`src/verilog/machine_pkg.sv`:
```
`default_nettype none

package machine_pkg;

    localparam int WIRING_WIDTH = 10; // one bit per light.
    localparam int MAX_BUTTONS = 13;
    localparam int PRESS_WIDTH = 4;
    localparam int BANK_WORDS = 16; // light word plus the button words.
    localparam int RAM_ADDR_WIDTH = 5; // top bit picks the bank.
    localparam int OFFSET_WIDTH = RAM_ADDR_WIDTH - 1;
    localparam int BUTTON_COUNT_WIDTH = 4;

    localparam int INPUT_CREDITS = 4; // also the FIFO depth.
    localparam int FIFO_PTR_WIDTH = $clog2(INPUT_CREDITS);
    localparam int FIFO_COUNT_WIDTH = $clog2(INPUT_CREDITS + 1);

    localparam int RESULT_CREDITS = 2;
    localparam int RESULT_CREDIT_WIDTH = $clog2(RESULT_CREDITS + 1);

    typedef enum logic [1:0] {
        CAP_LIGHT,
        CAP_BUTTONS,
        CAP_STALL
    } capture_state_t;

    typedef enum logic [1:0] {
        SOL_IDLE,
        SOL_LOAD,
        SOL_SEARCH,
        SOL_REPORT
    } solver_state_t;

endpackage

`default_nettype wire

```
`src/verilog/combination_solver.sv`:
```
`timescale 1ns/1ps
`default_nettype none

module combination_solver (
    input  wire                                       clk,
    input  wire                                       rst_n,
    input  wire                                       line_ready,
    input  wire                                       line_bank,
    input  wire [machine_pkg::BUTTON_COUNT_WIDTH-1:0] line_buttons,
    input  wire                                       grant,
    input  wire [machine_pkg::WIRING_WIDTH-1:0]       rdata,
    input  wire                                       result_credit,
    output logic                                      req,
    output logic [machine_pkg::RAM_ADDR_WIDTH-1:0]    addr,
    output logic                                      bank_release,
    output logic                                      result_valid,
    output logic                                      result_found,
    output logic [machine_pkg::MAX_BUTTONS-1:0]       result_buttons,
    output logic [machine_pkg::PRESS_WIDTH-1:0]       result_presses
);
    import machine_pkg::*;

    solver_state_t                  state;
    logic                           bank;
    logic [BUTTON_COUNT_WIDTH-1:0]  nbuttons;
    logic [OFFSET_WIDTH-1:0]        issue_idx; // next word to request.
    logic                           rd_valid;
    logic [OFFSET_WIDTH-1:0]        rd_idx; // word arriving on rdata.
    logic [WIRING_WIDTH-1:0]        lights;
    logic [WIRING_WIDTH-1:0]        buttons [MAX_BUTTONS];
    logic [MAX_BUTTONS-1:0]         mask;
    logic [MAX_BUTTONS-1:0]         last_mask;
    logic [WIRING_WIDTH-1:0]        sel_xor;
    logic [PRESS_WIDTH-1:0]         sel_count;
    logic [RESULT_CREDIT_WIDTH-1:0] credits;

    assign req = (state == SOL_LOAD) && (issue_idx <= nbuttons);
    assign addr = {bank, issue_idx};
    assign bank_release = (state == SOL_LOAD) && rd_valid && (rd_idx == nbuttons);
    assign result_valid = (state == SOL_REPORT) && (credits != '0);
    assign last_mask = MAX_BUTTONS'((1 << nbuttons) - 1);

    // toggles and press count of the mask under test.
    always_comb begin
        sel_xor = '0;
        sel_count = '0;
        for (int i = 0; i < MAX_BUTTONS; i++) begin
            if (mask[i]) begin
                sel_xor = sel_xor ^ buttons[i];
                sel_count = sel_count + 1'b1;
            end
        end
    end

    always_ff @(posedge clk) begin
        if (state == SOL_LOAD && rd_valid) begin
            if (rd_idx == '0) begin
                lights <= rdata;
            end else begin
                buttons[rd_idx - 1'b1] <= rdata;
            end
        end
    end

    always_ff @(posedge clk or negedge rst_n) begin
        if (!rst_n) begin
            state <= SOL_IDLE;
            bank <= 1'b0;
            nbuttons <= '0;
            issue_idx <= '0;
            rd_valid <= 1'b0;
            rd_idx <= '0;
            mask <= '0;
            result_found <= 1'b0;
            result_buttons <= '0;
            result_presses <= '0;
            credits <= RESULT_CREDIT_WIDTH'(RESULT_CREDITS);
        end else begin
            rd_valid <= grant;
            rd_idx <= issue_idx;
            credits <= credits + RESULT_CREDIT_WIDTH'(result_credit)
                               - RESULT_CREDIT_WIDTH'(result_valid);
            case (state)
                SOL_IDLE: begin
                    if (line_ready) begin
                        state <= SOL_LOAD;
                        bank <= line_bank;
                        nbuttons <= line_buttons;
                        issue_idx <= '0;
                        mask <= '0;
                        result_found <= 1'b0;
                        result_buttons <= '0;
                        result_presses <= '0;
                    end
                end
                SOL_LOAD: begin
                    if (grant) begin
                        issue_idx <= issue_idx + 1'b1;
                    end
                    if (bank_release) begin
                        state <= SOL_SEARCH;
                    end
                end
                SOL_SEARCH: begin
                    // masks rise, so the first of the fewest presses is the lowest mask.
                    if (sel_xor == lights && (!result_found || sel_count < result_presses)) begin
                        result_found <= 1'b1;
                        result_buttons <= mask;
                        result_presses <= sel_count;
                    end
                    if (mask == last_mask) begin
                        state <= SOL_REPORT;
                    end else begin
                        mask <= mask + 1'b1;
                    end
                end
                SOL_REPORT: begin
                    if (result_valid) begin
                        state <= SOL_IDLE;
                    end
                end
                default: state <= SOL_IDLE;
            endcase
        end
    end

endmodule

`default_nettype wire

```
`src/verilog/line_capture.sv`:
```
`timescale 1ns/1ps
`default_nettype none

module line_capture (
    input  wire                                      clk,
    input  wire                                      rst_n,
    input  wire                                      word_available,
    input  wire [machine_pkg::WIRING_WIDTH-1:0]       word_data,
    input  wire                                      word_last,
    input  wire                                      grant,
    input  wire                                      bank_release,
    output logic                                     pop,
    output logic                                     req,
    output logic                                     we,
    output logic [machine_pkg::RAM_ADDR_WIDTH-1:0]    addr,
    output logic [machine_pkg::WIRING_WIDTH-1:0]      wdata,
    output logic                                     line_ready,
    output logic                                     line_bank,
    output logic [machine_pkg::BUTTON_COUNT_WIDTH-1:0] line_buttons
);
    import machine_pkg::*;

    capture_state_t                state;
    capture_state_t                next_state;
    logic                          cur_bank;
    logic [1:0]                    bank_held;
    logic [BUTTON_COUNT_WIDTH-1:0] count;
    logic                          room; // the bank still has a free button slot.

    assign room = (count < MAX_BUTTONS);
    assign we = req;
    assign wdata = word_data;
    assign line_ready = |bank_held; // at most one bank waits for the solver.

    always_comb begin
        next_state = state;
        req = 1'b0;
        pop = 1'b0;
        addr = {cur_bank, OFFSET_WIDTH'(0)};
        case (state)
            CAP_LIGHT: begin
                req = word_available;
                pop = grant;
                if (grant) begin
                    next_state = word_last ? CAP_STALL : CAP_BUTTONS;
                end
            end
            CAP_BUTTONS: begin
                addr = {cur_bank, OFFSET_WIDTH'(count + 1'b1)};
                if (room) begin
                    req = word_available;
                    pop = grant;
                end else begin
                    pop = word_available; // extra buttons are dropped.
                end
                if (pop && word_last) begin
                    next_state = CAP_STALL;
                end
            end
            CAP_STALL: begin
                if (!bank_held[~cur_bank]) begin
                    next_state = CAP_LIGHT;
                end
            end
            default: next_state = CAP_LIGHT;
        endcase
    end

    always_ff @(posedge clk or negedge rst_n) begin
        if (!rst_n) begin
            state <= CAP_LIGHT;
            cur_bank <= 1'b0;
            bank_held <= 2'b00;
            count <= '0;
            line_bank <= 1'b0;
            line_buttons <= '0;
        end else begin
            state <= next_state;
            if (bank_release) begin
                bank_held[line_bank] <= 1'b0;
            end
            if (state == CAP_LIGHT && grant) begin
                count <= '0;
            end
            if (state == CAP_BUTTONS && pop && room) begin
                count <= count + 1'b1;
            end
            if (state == CAP_STALL && !bank_held[~cur_bank]) begin
                bank_held[cur_bank] <= 1'b1; // hand the filled bank over.
                line_bank <= cur_bank;
                line_buttons <= count;
                cur_bank <= ~cur_bank;
            end
        end
    end

endmodule

`default_nettype wire

```
`src/verilog/machine_wiring_top.sv`:
```
`timescale 1ns/1ps
`default_nettype none

module machine_wiring_top (
    input  wire                                 clk,
    input  wire                                 rst_n,
    input  wire                                 wiring_valid,
    input  wire                                 end_of_line,
    input  wire [machine_pkg::WIRING_WIDTH-1:0] wiring_data,
    input  wire                                 result_credit,
    output logic                                wiring_credit,
    output logic                                result_valid,
    output logic                                result_found,
    output logic [machine_pkg::MAX_BUTTONS-1:0] result_buttons,
    output logic [machine_pkg::PRESS_WIDTH-1:0] result_presses
);
    import machine_pkg::*;

    logic                          word_available;
    logic [WIRING_WIDTH-1:0]       word_data;
    logic                          word_last;
    logic                          pop;
    logic                          cap_req;
    logic                          cap_we;
    logic [RAM_ADDR_WIDTH-1:0]     cap_addr;
    logic [WIRING_WIDTH-1:0]       cap_wdata;
    logic                          cap_grant;
    logic                          sol_req;
    logic [RAM_ADDR_WIDTH-1:0]     sol_addr;
    logic                          sol_grant;
    logic                          line_ready;
    logic                          line_bank;
    logic [BUTTON_COUNT_WIDTH-1:0] line_buttons;
    logic                          bank_release;
    logic                          ram_en;
    logic                          ram_we;
    logic [RAM_ADDR_WIDTH-1:0]     ram_addr;
    logic [WIRING_WIDTH-1:0]       ram_wdata;
    logic [WIRING_WIDTH-1:0]       ram_rdata;

    wiring_fifo u_fifo (
        .clk            (clk),
        .rst_n          (rst_n),
        .wiring_valid   (wiring_valid),
        .end_of_line    (end_of_line),
        .wiring_data    (wiring_data),
        .pop            (pop),
        .word_available (word_available),
        .word_data      (word_data),
        .word_last      (word_last),
        .wiring_credit  (wiring_credit)
    );

    line_capture u_capture (
        .clk            (clk),
        .rst_n          (rst_n),
        .word_available (word_available),
        .word_data      (word_data),
        .word_last      (word_last),
        .grant          (cap_grant),
        .bank_release   (bank_release),
        .pop            (pop),
        .req            (cap_req),
        .we             (cap_we),
        .addr           (cap_addr),
        .wdata          (cap_wdata),
        .line_ready     (line_ready),
        .line_bank      (line_bank),
        .line_buttons   (line_buttons)
    );

    wiring_ram_arbiter u_arbiter (
        .clk       (clk),
        .rst_n     (rst_n),
        .cap_req   (cap_req),
        .cap_we    (cap_we),
        .cap_addr  (cap_addr),
        .cap_wdata (cap_wdata),
        .sol_req   (sol_req),
        .sol_addr  (sol_addr),
        .cap_grant (cap_grant),
        .sol_grant (sol_grant),
        .ram_en    (ram_en),
        .ram_we    (ram_we),
        .ram_addr  (ram_addr),
        .ram_wdata (ram_wdata)
    );

    wiring_ram u_ram (
        .clk   (clk),
        .en    (ram_en),
        .we    (ram_we),
        .addr  (ram_addr),
        .wdata (ram_wdata),
        .rdata (ram_rdata)
    );

    combination_solver u_solver (
        .clk            (clk),
        .rst_n          (rst_n),
        .line_ready     (line_ready),
        .line_bank      (line_bank),
        .line_buttons   (line_buttons),
        .grant          (sol_grant),
        .rdata          (ram_rdata),
        .result_credit  (result_credit),
        .req            (sol_req),
        .addr           (sol_addr),
        .bank_release   (bank_release),
        .result_valid   (result_valid),
        .result_found   (result_found),
        .result_buttons (result_buttons),
        .result_presses (result_presses)
    );

endmodule

`default_nettype wire

```
`src/verilog/wiring_fifo.sv`:
```
`timescale 1ns/1ps
`default_nettype none

module wiring_fifo (
    input  wire                                clk,
    input  wire                                rst_n,
    input  wire                                wiring_valid,
    input  wire                                end_of_line,
    input  wire [machine_pkg::WIRING_WIDTH-1:0] wiring_data,
    input  wire                                pop,
    output logic                               word_available,
    output logic [machine_pkg::WIRING_WIDTH-1:0] word_data,
    output logic                               word_last,
    output logic                               wiring_credit
);
    import machine_pkg::*;

    logic [WIRING_WIDTH:0]       mem [INPUT_CREDITS]; // last flag on top of the word.
    logic [FIFO_PTR_WIDTH-1:0]   wr_ptr;
    logic [FIFO_PTR_WIDTH-1:0]   rd_ptr;
    logic [FIFO_COUNT_WIDTH-1:0] count;
    logic                        do_pop;

    assign do_pop = pop && word_available;
    assign word_available = (count != '0);
    assign word_data = mem[rd_ptr][WIRING_WIDTH-1:0];
    assign word_last = mem[rd_ptr][WIRING_WIDTH];

    always_ff @(posedge clk) begin
        if (wiring_valid) begin
            mem[wr_ptr] <= {end_of_line, wiring_data};
        end
    end

    always_ff @(posedge clk or negedge rst_n) begin
        if (!rst_n) begin
            wr_ptr <= '0;
            rd_ptr <= '0;
            count <= '0;
            wiring_credit <= 1'b0;
        end else begin
            if (wiring_valid) begin
                wr_ptr <= wr_ptr + 1'b1; // depth is a power of two, so it wraps.
            end
            if (do_pop) begin
                rd_ptr <= rd_ptr + 1'b1;
            end
            count <= count + FIFO_COUNT_WIDTH'(wiring_valid) - FIFO_COUNT_WIDTH'(do_pop);
            wiring_credit <= do_pop; // one credit back per word that leaves.
        end
    end

endmodule

`default_nettype wire

```
`src/verilog/wiring_ram.sv`:
```
`timescale 1ns/1ps
`default_nettype none

module wiring_ram (
    input  wire                                   clk,
    input  wire                                   en,
    input  wire                                   we,
    input  wire [machine_pkg::RAM_ADDR_WIDTH-1:0] addr,
    input  wire [machine_pkg::WIRING_WIDTH-1:0]   wdata,
    output logic [machine_pkg::WIRING_WIDTH-1:0]  rdata
);
    import machine_pkg::*;

    logic [WIRING_WIDTH-1:0] mem [2 * BANK_WORDS];

    always_ff @(posedge clk) begin
        if (en) begin
            if (we) begin
                mem[addr] <= wdata;
            end
            rdata <= mem[addr]; // read data follows the access by one cycle.
        end
    end

endmodule

`default_nettype wire

```
`src/verilog/wiring_ram_arbiter.sv`:
```
`timescale 1ns/1ps
`default_nettype none

module wiring_ram_arbiter (
    input  wire                                   clk,
    input  wire                                   rst_n,
    input  wire                                   cap_req,
    input  wire                                   cap_we,
    input  wire [machine_pkg::RAM_ADDR_WIDTH-1:0] cap_addr,
    input  wire [machine_pkg::WIRING_WIDTH-1:0]   cap_wdata,
    input  wire                                   sol_req,
    input  wire [machine_pkg::RAM_ADDR_WIDTH-1:0] sol_addr,
    output logic                                  cap_grant,
    output logic                                  sol_grant,
    output logic                                  ram_en,
    output logic                                  ram_we,
    output logic [machine_pkg::RAM_ADDR_WIDTH-1:0] ram_addr,
    output logic [machine_pkg::WIRING_WIDTH-1:0]   ram_wdata
);
    import machine_pkg::*;

    logic last_sol; // the solver won the most recent grant.

    // capture wins when alone or when the solver had the last turn.
    assign cap_grant = cap_req && (!sol_req || last_sol);
    assign sol_grant = sol_req && !cap_grant;

    assign ram_en = cap_grant || sol_grant;
    assign ram_we = cap_grant && cap_we;
    assign ram_addr = cap_grant ? cap_addr : sol_addr;
    assign ram_wdata = cap_wdata;

    always_ff @(posedge clk or negedge rst_n) begin
        if (!rst_n) begin
            last_sol <= 1'b0;
        end else if (ram_en) begin
            last_sol <= sol_grant;
        end
    end

endmodule

`default_nettype wire
```
`config.mk`:
```
export PLATFORM = sky130hd
export DESIGN_NAME = machine_wiring_top
export DESIGN_NICKNAME = d
export VERILOG_FILES = /design/src/verilog/machine_pkg.sv /design/src/verilog/combination_solver.sv /design/src/verilog/line_capture.sv /design/src/verilog/machine_wiring_top.sv /design/src/verilog/wiring_fifo.sv /design/src/verilog/wiring_ram.sv /design/src/verilog/wiring_ram_arbiter.sv
export SDC_FILE = /design/constraint.sdc
export NUM_CORES = 1
export LEC_CHECK = 0
export BUFFER_PORTS_ARGS = -buffer_cell sky130_fd_sc_hd__buf_2
export CORE_AREA = 10 10 264 266
export CTS_CLUSTER_SIZE = 28
export DETAILED_ROUTE_END_ITERATION = 7
export DIE_AREA = 0 0 274 276
export PLACE_DENSITY = 0.58
export SYNTH_ARGS = -nofsm -noshare
export SYNTH_HDL_FRONTEND = slang
export SYNTH_SLANG_ARGS = --single-unit
```
`constraint.sdc`:
```
create_clock -name clk -period 8.7 [get_ports clk]
set_input_delay 0.87 -clock clk [delete_from_list [all_inputs] [get_ports clk]]
set_output_delay 0.87 -clock clk [all_outputs]
set_load 0.005 [all_outputs]
```
==> results.sh <==
export IMPL_yosys_top_cells_count="edfxtp_1 (514), nand2_1 (202), xnor2_1 (134)"
export IMPL_syn_area_mm2=0.0256
export IMPL_via_per_inst=5.25
export IMPL_first_pass_iters=5
export IMPL_cp_max_fo=33
export IMPL_fp_dieH_um=276
export IMPL_slowest_delay_ns=0.48
export IMPL_syn_inst=1660
export IMPL_slew_headroom=0.261
export IMPL_track_usage=0.149
export IMPL_clkSlewWorstSetupHoldPaths_ns=0.06
export IMPL_rsz0062_at_grt="false"
export IMPL_crit_required_ns=9.19
export IMPL_die_area_mm2=0.0756
export IMPL_crit_top_cell="ha_1"
export IMPL_place_area_mm2=0.0267
export IMPL_tns_ns=0
export IMPL_totalWireLength_um=56300
export IMPL_initial_core_util=0.399
export IMPL_max_freq_ghz=0.126
export IMPL_crit_type="flip-flop to flip-flop"
export IMPL_postRouteAntennaNets=0
export IMPL_cts_buffers=59
export IMPL_p_leak_nw=9.55
export IMPL_grt_ovfl_total=0
export IMPL_syn_area_per_cell_um2=15.4
export IMPL_maxSlewViolCount=0
export IMPL_drv_cap=0
export IMPL_clock_root_buffer="clkbuf_16"
export IMPL_synth_nets=1712
export IMPL_grt_pass1_vias=13900
export IMPL_worst_pin_slew_ns=1.10
export IMPL_ctsHtreeMaxLevel=2
export IMPL_core_area_mm2=0.0641
export IMPL_synthTopCellsByArea="edfxtp_1 (60%), mux4_2 (8.0%), dfrtp_1 (6.9%), xnor2_1 (4.6%), nand2_1 (3.0%)"
export IMPL_synth_top_area_cell="edfxtp_1"
export IMPL_area_growth_pct=12.0
export IMPL_hp_class="input port to async pin"
export IMPL_via_count=13700
export IMPL_cts_tree="done"
export IMPL_ys_types=74
export IMPL_drc=0
export IMPL_synth_ff_type="edfxtp_1"
export IMPL_grt_max_degree=82
export IMPL_clock_sinks=586
export IMPL_clock_path_buffers=3
export IMPL_finalCritPeriodShare=0.914
export IMPL_finalNetCount=1760
export IMPL_grt_first_pass_wirelength_um=86700
export IMPL_diodes=0
export IMPL_yosysMostFrequentCell="edfxtp_1"
export IMPL_hold_viol_final=0
export IMPL_globalplace_congestion=0.836
export IMPL_fin_area_mm2=0.0287
export IMPL_yosysSeqAreaShare=0.674
export IMPL_drtIter0Drc=1085
export IMPL_routedWlPerCell_um=21.6
export IMPL_worstSkewPairLatency_ns=0.64
export IMPL_p_per_area_mw_per_mm2=317
export IMPL_cp_data_arrival_time_ns=8.44
export IMPL_antenna_found_initial=0
export IMPL_critPathCaptureType="flip-flop"
export IMPL_synth_edf_count=514
export IMPL_synth_seq_cells=586
export IMPL_async_flop_share=0.123
export IMPL_dp_hpwl_um=35200
export IMPL_drive_gt1_frac=0.173
export IMPL_io_buffers=34
export IMPL_cp_slowest_cell="dfrtp_2"
export IMPL_status="finished, final reports clean"
export IMPL_layout_min_cycle_time_ns=7.95
export IMPL_row_count=93
export IMPL_ios=35
export IMPL_die_w_um=274
export IMPL_yosysWarnings=0
export IMPL_skew_ns=0.0396
export IMPL_ir_worst_vdd_mv=0.231
export IMPL_setup_viol=0
export IMPL_crit_path_start_kind="flip-flop"
export IMPL_synth_top_area_frac=0.603
## cell usage in the layout, fill, tap and decap left out, types with 30 or more instances in the layout
| cell | synthesis | routed |
|---|---|---|
| edfxtp_1 | 514 | 514 |
| nand2_1 | 202 | 202 |
| xnor2_1 | 134 | 134 |
| mux4_2 | 91 | 91 |
| nor2_1 | 88 | 86 |
| dfrtp_1 | 71 | 70 |
| clkbuf_16 | 0 | 60 |
| xor2_1 | 54 | 54 |
| inv_1 | 53 | 53 |
| a22oi_1 | 44 | 43 |
| ha_1 | 36 | 36 |
| o21ai_0 | 34 | 34 |
| buf_2 | 28 | 33 |
| buf_4 | 2 | 30 |
## report_power, final
group          internal [mW]  switching [mW]  leakage (nW)
logic                  0.955            1.61          3.03
clock network           1.43            1.07         0.925
registers               3.75           0.259          5.60
## stage by stage
stage / cells / power, mW / util / setup slack [ns] / hold slack (ns)
final: 2611 / 9.07 / 0.447 / 0.748 / 0.414
after detailed placement: 2501 / 6.67 / 0.417 / 0.442 / 0.474
after global placement: 2501 / 6.60 / 0.417 / 0.679 / 0.468
after floorplan: 1660 / 5.79 / - / 1.58 / 0.378
after CTS: 2610 / 9.18 / 0.447 / 0.401 / 0.411
after global routing: 2611 / 9.54 / 0.447 / 0.155 / 0.428
## cells by family after synthesis
kind of cell	share of synthesized area
adder cells (fa/ha/maj)	0.0184
flip-flops	0.674
XOR/XNOR	0.0724
multiplexers	0.0882
buffers and inverters	0.0224
AND/OR/NAND/NOR	0.0757
AO/OA/AOI/OAI	0.0490
## layout make-up
type	count	area, um^2
clock buffer	74	1570
sequential	586	17200
tap	855	1070
multi-input combinational	941	7810
timing repair buffer	65	425
fill	5598	35500
inverter	55	206
clock inverter	35	335
## worst paths after layout
path / start / to / slack [ns] / depth (start not counted)
worst max-delay path: u_solver.mask[0]$_DFFE_PN0P_ / u_solver.result_presses[0]$_DFFE_PN0P_ / 0.75 / 36
worst min-delay path: rst_n / u_solver.mask[4]$_DFFE_PN0P_ / 0.41 / 1
worst max register to register: u_solver.mask[0]$_DFFE_PN0P_ / u_solver.result_presses[0]$_DFFE_PN0P_ / 0.75 / 36
worst min register to register: u_capture.line_buttons[0]$_DFFE_PN0P_ / u_capture.line_buttons[0]$_DFFE_PN0P_ / 0.48 / 2
max in group asynchronous: rst_n / u_solver.mask[0]$_DFFE_PN0P_ / 7.63 / 1
min in group clk: wiring_data[0] / u_fifo.mem[3][0]$_DFFE_PP_ / 0.45 / 1
## timing repair
action | CTS | global route
resized for setup | 0 | 4
setup endpoints to repair | 0 | 18
setup buffers | 0 | 1
hold buffers | 0 | 0
## sequential cells by signal, summed over array words and instances, names as in the netlist, 3 cells and up
register                 count
u_solver.rd_idx              4
u_solver.buttons           130
u_solver.nbuttons            4
u_solver.lights             10
u_solver.issue_idx           4
u_ram.mem                  320
u_solver.result_buttons     13
u_ram.rdata                 10
u_fifo.count                 3
u_solver.mask               13
u_capture.line_buttons       4
u_solver.result_presses      4
u_capture.count              4
u_fifo.mem                  44
## routing by layer
| metal | part of all wire | global-route usage | vias to the layer above | routed length [um] |
|---|---|---|---|---|
| li1 | - | - | 6298 | - |
| met1 | 0.44 | 0.200 | 7021 | 24700 |
| met2 | 0.50 | 0.246 | 288 | 28000 |
| met3 | 0.042 | 0.0219 | 90 | 2370 |
| met4 | 0.023 | 0.0438 | 0 | 1280 |
| met5 | 0 | 0 | - | 0 |
## worst max-delay path: cells and delay by family, from the launching register on
family	cells	cell delay, ns
simple gates	9	1.26
mux	2	0.62
xor+xnor	5	0.86
compound gates	10	2.13
buf+inv	4	0.58
flops	1	0.48
fa+ha+maj	6	1.92
(Power assumes the default switching activity.)
